===== src/rtl/vdu_cfg.svh =====
`ifndef VDU_CFG_SVH
`define VDU_CFG_SVH

// horizontal timing in pixel clocks, 525 per line
`define VDU_H_ACTIVE 480
`define VDU_H_FRONT 2
`define VDU_H_SYNC 41
`define VDU_H_BACK 2

// vertical timing in lines, 286 per frame
`define VDU_V_ACTIVE 272
`define VDU_V_FRONT 2
`define VDU_V_SYNC 10
`define VDU_V_BACK 2

// bitmap geometry
`define VDU_BMP_SIZE 64 // square bitmap, one bit per pixel
`define VDU_SCALE_SHIFT 2 // magnify by four

// top left corner of the magnified window
`define VDU_WIN_X 112
`define VDU_WIN_Y 8

// rgb565 colours as {r, g, b}
`define VDU_INK {5'd30, 6'd48, 5'd0} // yellow
`define VDU_PAPER {5'd2, 6'd6, 5'd14} // blue

`endif


===== src/rtl/vdu_pkg.sv =====
`default_nettype none

package vdu_pkg;

	typedef logic [9:0] coord_t; // screen x or y
	typedef logic [8:0] vram_addr_t; // display memory byte address
	typedef logic [7:0] vram_data_t;

	typedef struct packed {
		logic hsync; // active low
		logic vsync; // active low
		logic de;
	} sync_t;

	typedef struct packed {
		logic [4:0] r;
		logic [5:0] g;
		logic [4:0] b;
	} rgb565_t;

	typedef struct packed {
		logic we;
		vram_addr_t addr;
		vram_data_t data;
	} host_wr_t;

	// memory port request, 19 bits
	typedef struct packed {
		logic en;
		logic we;
		vram_addr_t addr;
		vram_data_t data;
	} vram_req_t;

endpackage

`default_nettype wire


===== src/rtl/lcd_timing.sv =====
`default_nettype none
`timescale 1ns/1ps
`include "vdu_cfg.svh"

module lcd_timing (
	input wire logic clk_pix,
	input wire logic i_arst_n,
	output vdu_pkg::coord_t o_sx,
	output vdu_pkg::coord_t o_sy,
	output vdu_pkg::sync_t o_sync,
	output logic o_frame
);

	localparam int H_TOTAL = `VDU_H_ACTIVE + `VDU_H_FRONT + `VDU_H_SYNC + `VDU_H_BACK;
	localparam int V_TOTAL = `VDU_V_ACTIVE + `VDU_V_FRONT + `VDU_V_SYNC + `VDU_V_BACK;
	localparam int HS_START = `VDU_H_ACTIVE + `VDU_H_FRONT;
	localparam int HS_END = HS_START + `VDU_H_SYNC;
	localparam int VS_START = `VDU_V_ACTIVE + `VDU_V_FRONT;
	localparam int VS_END = VS_START + `VDU_V_SYNC;

	vdu_pkg::coord_t h_next;
	vdu_pkg::coord_t v_next;
	vdu_pkg::sync_t sync_next;

	// advance to the next pixel position
	always_comb begin
		h_next = o_sx + 1'b1;
		v_next = o_sy;
		if (o_sx == vdu_pkg::coord_t'(H_TOTAL - 1)) begin
			h_next = '0;
			if (o_sy == vdu_pkg::coord_t'(V_TOTAL - 1)) begin
				v_next = '0; // wrap to a new frame
			end else begin
				v_next = o_sy + 1'b1;
			end
		end
	end

	always_comb begin
		sync_next.hsync = !(h_next >= HS_START && h_next < HS_END);
		sync_next.vsync = !(v_next >= VS_START && v_next < VS_END);
		sync_next.de = (h_next < `VDU_H_ACTIVE) && (v_next < `VDU_V_ACTIVE);
	end

	always_ff @(posedge clk_pix or negedge i_arst_n) begin
		if (!i_arst_n) begin
			o_sx <= vdu_pkg::coord_t'(H_TOTAL - 1); // last pixel of back porch
			o_sy <= vdu_pkg::coord_t'(V_TOTAL - 1);
			o_sync <= '{hsync: 1'b1, vsync: 1'b1, de: 1'b0};
			o_frame <= 1'b0;
		end else begin
			o_sx <= h_next;
			o_sy <= v_next;
			o_sync <= sync_next;
			o_frame <= (h_next == '0) && (v_next == '0); // first pixel of frame
		end
	end

endmodule

`default_nettype wire


===== src/rtl/display_ram.sv =====
`default_nettype none
`timescale 1ns/1ps

module display_ram (
	input wire logic clk_pix,
	input wire vdu_pkg::vram_req_t i_req,
	output vdu_pkg::vram_data_t o_rdata
);

	localparam int DEPTH = 1 << $bits(vdu_pkg::vram_addr_t);

	vdu_pkg::vram_data_t mem [DEPTH];

	// blank bitmap at power up
	initial begin
		for (int i = 0; i < DEPTH; i++) begin
			mem[i] = '0;
		end
	end

	// read first, byte out one cycle later
	always_ff @(posedge clk_pix) begin
		if (i_req.en) begin
			if (i_req.we) begin
				mem[i_req.addr] <= i_req.data;
			end
			o_rdata <= mem[i_req.addr];
		end
	end

endmodule

`default_nettype wire


===== src/rtl/vram_arbiter.sv =====
`default_nettype none
`timescale 1ns/1ps

module vram_arbiter (
	input wire logic clk_pix,
	input wire logic i_arst_n,
	input wire vdu_pkg::host_wr_t i_host,
	output logic o_host_pending,
	input wire logic i_vid_rd_en,
	input wire vdu_pkg::vram_addr_t i_vid_addr,
	output vdu_pkg::vram_data_t o_vid_data,
	output vdu_pkg::vram_req_t o_req,
	input wire vdu_pkg::vram_data_t i_rdata
);

	logic pend_q; // a host write waits in the buffer
	logic commit;
	vdu_pkg::vram_addr_t wr_addr_q;
	vdu_pkg::vram_data_t wr_data_q;

	// video always wins the port
	assign commit = pend_q && !i_vid_rd_en;

	always_comb begin
		o_req = '0;
		if (i_vid_rd_en) begin
			o_req.en = 1'b1;
			o_req.addr = i_vid_addr;
		end else if (pend_q) begin
			o_req.en = 1'b1;
			o_req.we = 1'b1;
			o_req.addr = wr_addr_q;
			o_req.data = wr_data_q;
		end
	end

	always_ff @(posedge clk_pix or negedge i_arst_n) begin
		if (!i_arst_n) begin
			pend_q <= 1'b0;
		end else if (i_host.we) begin
			pend_q <= 1'b1; // new strobe replaces any parked write
		end else if (commit) begin
			pend_q <= 1'b0;
		end
	end

	always_ff @(posedge clk_pix) begin
		if (i_host.we) begin
			wr_addr_q <= i_host.addr;
			wr_data_q <= i_host.data;
		end
	end

	assign o_host_pending = pend_q;
	assign o_vid_data = i_rdata; // only video ever reads

endmodule

`default_nettype wire


===== src/rtl/bitmap_fetch.sv =====
`default_nettype none
`timescale 1ns/1ps
`include "vdu_cfg.svh"

module bitmap_fetch (
	input wire logic clk_pix,
	input wire logic i_arst_n,
	input wire logic i_en,
	input wire vdu_pkg::coord_t i_sx,
	input wire vdu_pkg::coord_t i_sy,
	output logic o_rd_en,
	output vdu_pkg::vram_addr_t o_rd_addr,
	input wire vdu_pkg::vram_data_t i_rd_data,
	output logic o_drawing
);

	localparam int BMP_BITS = $clog2(`VDU_BMP_SIZE); // bits of bitmap x or y
	localparam int WIN_SPAN = `VDU_BMP_SIZE << `VDU_SCALE_SHIFT;

	vdu_pkg::coord_t dx;
	vdu_pkg::coord_t dy;
	logic [BMP_BITS-1:0] bmp_x;
	logic [BMP_BITS-1:0] bmp_y;
	logic in_win;
	logic in_win_q;
	logic [2:0] bit_idx_q; // pixel within the byte

	assign dx = i_sx - vdu_pkg::coord_t'(`VDU_WIN_X);
	assign dy = i_sy - vdu_pkg::coord_t'(`VDU_WIN_Y);

	// undo the magnification
	assign bmp_x = dx[`VDU_SCALE_SHIFT +: BMP_BITS];
	assign bmp_y = dy[`VDU_SCALE_SHIFT +: BMP_BITS];

	assign in_win = i_en
		&& (i_sx >= `VDU_WIN_X) && (i_sx < `VDU_WIN_X + WIN_SPAN)
		&& (i_sy >= `VDU_WIN_Y) && (i_sy < `VDU_WIN_Y + WIN_SPAN);

	// row major, eight pixels per byte
	assign o_rd_en = in_win;
	assign o_rd_addr = {bmp_y, bmp_x[BMP_BITS-1:3]};

	always_ff @(posedge clk_pix or negedge i_arst_n) begin
		if (!i_arst_n) begin
			in_win_q <= 1'b0;
			o_drawing <= 1'b0;
		end else begin
			in_win_q <= in_win;
			o_drawing <= in_win_q && i_rd_data[3'd7 - bit_idx_q]; // msb is leftmost
		end
	end

	always_ff @(posedge clk_pix) begin
		bit_idx_q <= bmp_x[2:0];
	end

endmodule

`default_nettype wire


===== src/rtl/pixel_output.sv =====
`default_nettype none
`timescale 1ns/1ps
`include "vdu_cfg.svh"

module pixel_output (
	input wire logic clk_pix,
	input wire logic i_arst_n,
	input wire logic i_en,
	input wire vdu_pkg::sync_t i_sync,
	input wire logic i_drawing,
	output vdu_pkg::sync_t o_sync,
	output vdu_pkg::rgb565_t o_rgb
);

	localparam vdu_pkg::sync_t SYNC_IDLE = '{hsync: 1'b1, vsync: 1'b1, de: 1'b0};

	vdu_pkg::sync_t sync_d1;
	vdu_pkg::sync_t sync_d2;
	logic en_d1;
	logic en_d2;
	vdu_pkg::rgb565_t paint;

	// drawing flag lines up with the second stage
	always_comb begin
		if (sync_d2.de && en_d2) begin
			paint = i_drawing ? vdu_pkg::rgb565_t'(`VDU_INK) : vdu_pkg::rgb565_t'(`VDU_PAPER);
		end else begin
			paint = '0; // black in blanking or when off
		end
	end

	always_ff @(posedge clk_pix or negedge i_arst_n) begin
		if (!i_arst_n) begin
			sync_d1 <= SYNC_IDLE;
			sync_d2 <= SYNC_IDLE;
			o_sync <= SYNC_IDLE;
			en_d1 <= 1'b0;
			en_d2 <= 1'b0;
			o_rgb <= '0;
		end else begin
			sync_d1 <= i_sync;
			sync_d2 <= sync_d1;
			o_sync <= sync_d2;
			en_d1 <= i_en;
			en_d2 <= en_d1;
			o_rgb <= paint;
		end
	end

endmodule

`default_nettype wire


===== src/rtl/vdu_lcd_top.sv =====
`default_nettype none
`timescale 1ns/1ps

module vdu_lcd_top (
	input wire logic clk_pix,
	input wire logic i_arst_n,
	input wire logic i_en,
	input wire vdu_pkg::host_wr_t i_host,
	output logic o_host_pending,
	output logic o_hsync,
	output logic o_vsync,
	output logic o_de,
	output vdu_pkg::rgb565_t o_rgb,
	output logic o_frame
);

	vdu_pkg::coord_t sx;
	vdu_pkg::coord_t sy;
	vdu_pkg::sync_t tim_sync; // aligned with sx, sy
	vdu_pkg::sync_t pix_sync; // aligned with o_rgb
	logic vid_rd_en;
	vdu_pkg::vram_addr_t vid_addr;
	vdu_pkg::vram_data_t vid_data;
	vdu_pkg::vram_req_t ram_req;
	vdu_pkg::vram_data_t ram_rdata;
	logic drawing;

	lcd_timing u_timing (
		.clk_pix(clk_pix),
		.i_arst_n(i_arst_n),
		.o_sx(sx),
		.o_sy(sy),
		.o_sync(tim_sync),
		.o_frame(o_frame)
	);

	bitmap_fetch u_fetch (
		.clk_pix(clk_pix),
		.i_arst_n(i_arst_n),
		.i_en(i_en),
		.i_sx(sx),
		.i_sy(sy),
		.o_rd_en(vid_rd_en),
		.o_rd_addr(vid_addr),
		.i_rd_data(vid_data),
		.o_drawing(drawing)
	);

	vram_arbiter u_arbiter (
		.clk_pix(clk_pix),
		.i_arst_n(i_arst_n),
		.i_host(i_host),
		.o_host_pending(o_host_pending),
		.i_vid_rd_en(vid_rd_en),
		.i_vid_addr(vid_addr),
		.o_vid_data(vid_data),
		.o_req(ram_req),
		.i_rdata(ram_rdata)
	);

	display_ram u_ram (
		.clk_pix(clk_pix),
		.i_req(ram_req),
		.o_rdata(ram_rdata)
	);

	pixel_output u_output (
		.clk_pix(clk_pix),
		.i_arst_n(i_arst_n),
		.i_en(i_en),
		.i_sync(tim_sync),
		.i_drawing(drawing),
		.o_sync(pix_sync),
		.o_rgb(o_rgb)
	);

	assign o_hsync = pix_sync.hsync;
	assign o_vsync = pix_sync.vsync;
	assign o_de = pix_sync.de;

endmodule

`default_nettype wire


===== config.mk =====
export PLATFORM = sky130hd
export DESIGN_NAME = vdu_lcd_top
export DESIGN_NICKNAME = d
export VERILOG_FILES = /design/src/rtl/vdu_pkg.sv /design/src/rtl/lcd_timing.sv /design/src/rtl/display_ram.sv /design/src/rtl/vram_arbiter.sv /design/src/rtl/bitmap_fetch.sv /design/src/rtl/pixel_output.sv /design/src/rtl/vdu_lcd_top.sv
export VERILOG_INCLUDE_DIRS = /design/src /design/src/rtl
export SDC_FILE = /design/constraint.sdc
export NUM_CORES = 2
export LEC_CHECK = 0
export BUFFER_PORTS_ARGS = -buffer_cell sky130_fd_sc_hd__buf_2
export CAP_MARGIN = 15
export CORE_ASPECT_RATIO = 2
export CORE_MARGIN = 1
export CORE_UTILIZATION = 35
export CTS_CLUSTER_DIAMETER = 120
export CTS_CLUSTER_SIZE = 25
export DETAILED_ROUTE_END_ITERATION = 16
export MAX_ROUTING_LAYER = met4
export PLACE_DENSITY = 0.57
export SKIP_CTS_REPAIR_TIMING = 1
export SLEW_MARGIN = 0
export SYNTH_ARGS = -nofsm -noshare
export SYNTH_HDL_FRONTEND = slang
export SYNTH_SLANG_ARGS = --single-unit

===== constraint.sdc =====
create_clock -name clk_pix -period 14.8 [get_ports clk_pix]
set_input_delay 2.96 -clock clk_pix [delete_from_list [all_inputs] [get_ports clk_pix]]
set_output_delay 2.96 -clock clk_pix [all_outputs]
set_load 0.01 [all_outputs]

==> impl_metrics.toml <==
[logic_synthesis]
yosysTopAreaCell = "edfxtp_1"
ys_warn_count = 0
yosysUniqueCellTypes = 58
avgSynthCellArea_um2 = 17.8
synth-adder-area-share_pct = 0.0853
netlist_area_mm2 = 0.161
ys_seq_elements = 4165
synth-simple-area-share_pct = 2.12
yosysSeqAreaShare_pct = 77.3
synth_top_family_by_area = "multiplexers"
ys_top_cells_by_area = "edfxtp_1 77%, mux2i_1 12%, o22ai_1 3.8%"
synth_compound_area_share_pct = 6.15
netlist.area_leader.share_pct = 76.7
ys.flop_type = "edfxtp_1"
syn_inst = 9072
synth_edf_count = 4121
synthXorXnorAreaFrac_pct = 0.0977
synth_mux_area_share_pct = 12.5
synthArstFlopShare_pct = 0.984

[final_layout]
syn_to_final_growth_pct = 7.70
nets = 8924
drive_gt1_share_pct = 6.01
fill_cells = 41624
final_core_util_pct = 37.9
design_area_mm2 = 0.174

[worst_setup_path]
crit_family = "compound AO/OA/AOI/OAI gates"
critical_path_arrival_ps = 9850
r2r_slack_ps = 6750
critical_path_class = "in2reg"
cpPeakStageDelay_ps = 990
worstPathMaxFanout = 118
cp_slowest_cell = "o41ai_1"
cp.required_ps = 15430
cp-end-kind = "flop"
cp.buffers_inverters = 4
cp-start-kind = "primary input"
path_cells = "buf_2 -> nand2b_1 -> a21oi_1 -> a41o_2 -> buf_4 -> and2_4 -> buf_4 -> buf_12 -> mux2i_1 -> o22ai_1 -> o41ai_1 -> a41oi_1 -> a21oi_1 -> nand4_1"

[placement]
dp_hpwl_um = 271000
gp_congestion = 0.844
dpl_cell_area_mm2 = 0.169
port_buffers = 36

[floorplanning]
fp.dieH_um = 962
design.portCount = 42
coreArea_mm2 = 0.459
rows = 352
die_w_um = 482
initial_core_util_pct = 35.1
dieArea_mm2 = 0.464

[drt]
via_per_inst = 5.50
wl_per_cell_um = 29.6
drt_iter0_drc = 7259
remaining_drc_errors = 0
routed_wl_um = 443000
dr.pass1.iters = 6
num_vias = 82215
final_antenna_net_count = 0

[global_routing]
globalRouteOverflowTotal = 0
grt_usage_pct = 19.1
antenna_found_initial = 10
grt_max_degree = 187
grt_pass1_vias = 83791
grt_pass1_wl_um = 622000

[sta]
rsz0062_at_grt = "false"
skew_ps = 78.4
setup_viol = 0
finalMaxSlewViolations = 0
finalSetupTns_ps = 0
period_needed_ps = 9220
hold_viol = 0
tightest_slew_ps = 1360
period_share_pct = 62.3
max_clock_freq_ghz = 0.108
maxSlewHeadroom_pct = 8.19

[cts]
root_buffer = "clkbuf_16"
cts-htree-levels = 4
max-clock-path-buffers = 4
cts_buffers = 192
clk_pin_slew_ps = 100
cts_tree = "yes"
clk_latency_ps = 950
cts.sinks = 4165

[pwr]
ir_drop_mv = 0.0923
p_leak_nw = 65.5
cellPowerDensity_mw_per_mm2 = 115

[job]
cap_violations = 0

[hold_path]
hp-class = "reg2reg"

[status]
outcome = "completed"
metal layers:
| layer | track usage (%) | part of all wire (%) |
|---|---|---|
| met5 | - | 0 |
| met4 | 9.97 | 5.8 |
| met3 | 1.50 | 4.1 |
| met2 | 35.0 | 54 |
| met1 | 20.3 | 36 |
area by class of cell:
cell class,count,area [um^2],share of cell area [%]
flip-flops and latches,4165,125000,71.8
clock inverters,4,37.5,0.0216
inverters,12,45.0,0.0259
clock buffers,204,4910,2.83
diodes,11,27.5,0.0158
multi-input cells,4286,34400,19.8
well taps,6018,7530,4.33
repair buffers,235,2070,1.19
per-stage QoR:
stage	cells	hold WS, ps	power [mW]	setup WS, ps
after floorplan	9076	331	14.1	2730
after global placement	14707	338	14.4	3500
after detailed placement	14716	336	14.4	4820
after CTS	14924	357	20.2	5800
after global routing	14926	363	20.6	5640
final	14935	355	20.1	5580
sequential cells by signal, summed over array words and instances (netlist names), 3 cells and up:
signal and cells:
u_output.sync_d1 3, u_timing.o_sync 3, u_output.o_sync 3, u_arbiter.wr_addr_q 9
u_timing.o_sy 10, u_ram.mem 4096, u_arbiter.wr_data_q 8, u_fetch.bit_idx_q 3
u_ram.o_rdata 8, u_output.sync_d2 3, u_output.o_rgb 3, u_timing.o_sx 10
worst register-to-register path, delay by kind of cell, from the launching register on:
kind / cells / cell delay, ps
AND/OR/NAND/NOR: 4 / 1720
adder cells (fa/ha/maj): 1 / 170
buffers and inverters: 3 / 1970
flip-flops: 1 / 660
AO/OA/AOI/OAI: 5 / 2720
multiplexers: 1 / 530
synthesized netlist by cell type (all sizes together) (5+ instances only):
cell type     n
nand2b        5
nand3        21
xnor2        10
o211ai       48
dfrtp        25
edfxtp     4121
o31ai        19
o2111ai      17
ha           11
and3         62
nor2        537
nor4          5
nand4        49
buf         308
a41oi        31
o21ai        11
a21oi        30
mux2i      2005
nor3          8
nor2b         6
nand2        72
o22ai       993
inv          12
o41ai       240
a21boi       50
clkbuf      305
xor2          8
dfstp        16
logic make-up after synthesis:
| family | Yosys count |
|---|---|
| other | 1 |
| muxes | 2010 |
| and+or+nand+nor | 789 |
| DFF | 4165 |
| buffers and inverters | 625 |
| xor gates and xnor gates | 18 |
| adders and majority gates | 11 |
| AOI/OAI and AO/OA | 1453 |
power by group:
group | leakage, nW | internal (mW) | switching (mW)
clock network | 2.43 | 2.38 | 3.53
logic | 19.7 | 0.304 | 0.853
registers | 43.4 | 13.0 | 0.00924
total | 65.5 | 15.7 | 4.39
cells in the final DEF, fill, tap and decap left out, types with 11 or more instances in the layout:
master | netlist | final
a21boi_0 | 50 | 50
a21oi_1 | 30 | 30
a41oi_1 | 31 | 24
and3_1 | 62 | 54
buf_12 | 0 | 31
buf_2 | 249 | 41
buf_4 | 23 | 161
clkbuf_16 | 0 | 195
dfrtp_1 | 25 | 25
dfstp_2 | 16 | 16
diode_2 | 0 | 11
edfxtp_1 | 4121 | 4121
ha_1 | 11 | 11
inv_1 | 11 | 11
mux2i_1 | 2005 | 2003
nand2_1 | 70 | 55
nand2_4 | 0 | 15
nand3_1 | 21 | 17
nand4_1 | 48 | 48
nor2_1 | 537 | 537
o2111ai_1 | 17 | 16
o211ai_1 | 48 | 48
o22ai_1 | 993 | 993
o31ai_1 | 19 | 16
o41ai_1 | 240 | 218
o41ai_2 | 0 | 22
path summary, 6_finish.rpt:
path,depth (start not counted),startpoint,end
min in group asynchronous,1,i_arst_n,u_timing.o_sx[5]
worst min register to register,0,u_output.en_d1,u_output.en_d2
worst max-delay path,14,i_en,u_ram.o_rdata[5]
worst max register to register,14,u_timing.o_sy[3],u_ram.o_rdata[5]
worst min-delay path,0,u_output.en_d1,u_output.en_d2
max in group asynchronous,1,i_arst_n,u_timing.o_sy[5]
Note: power is estimated with default switching activity, not from simulation.
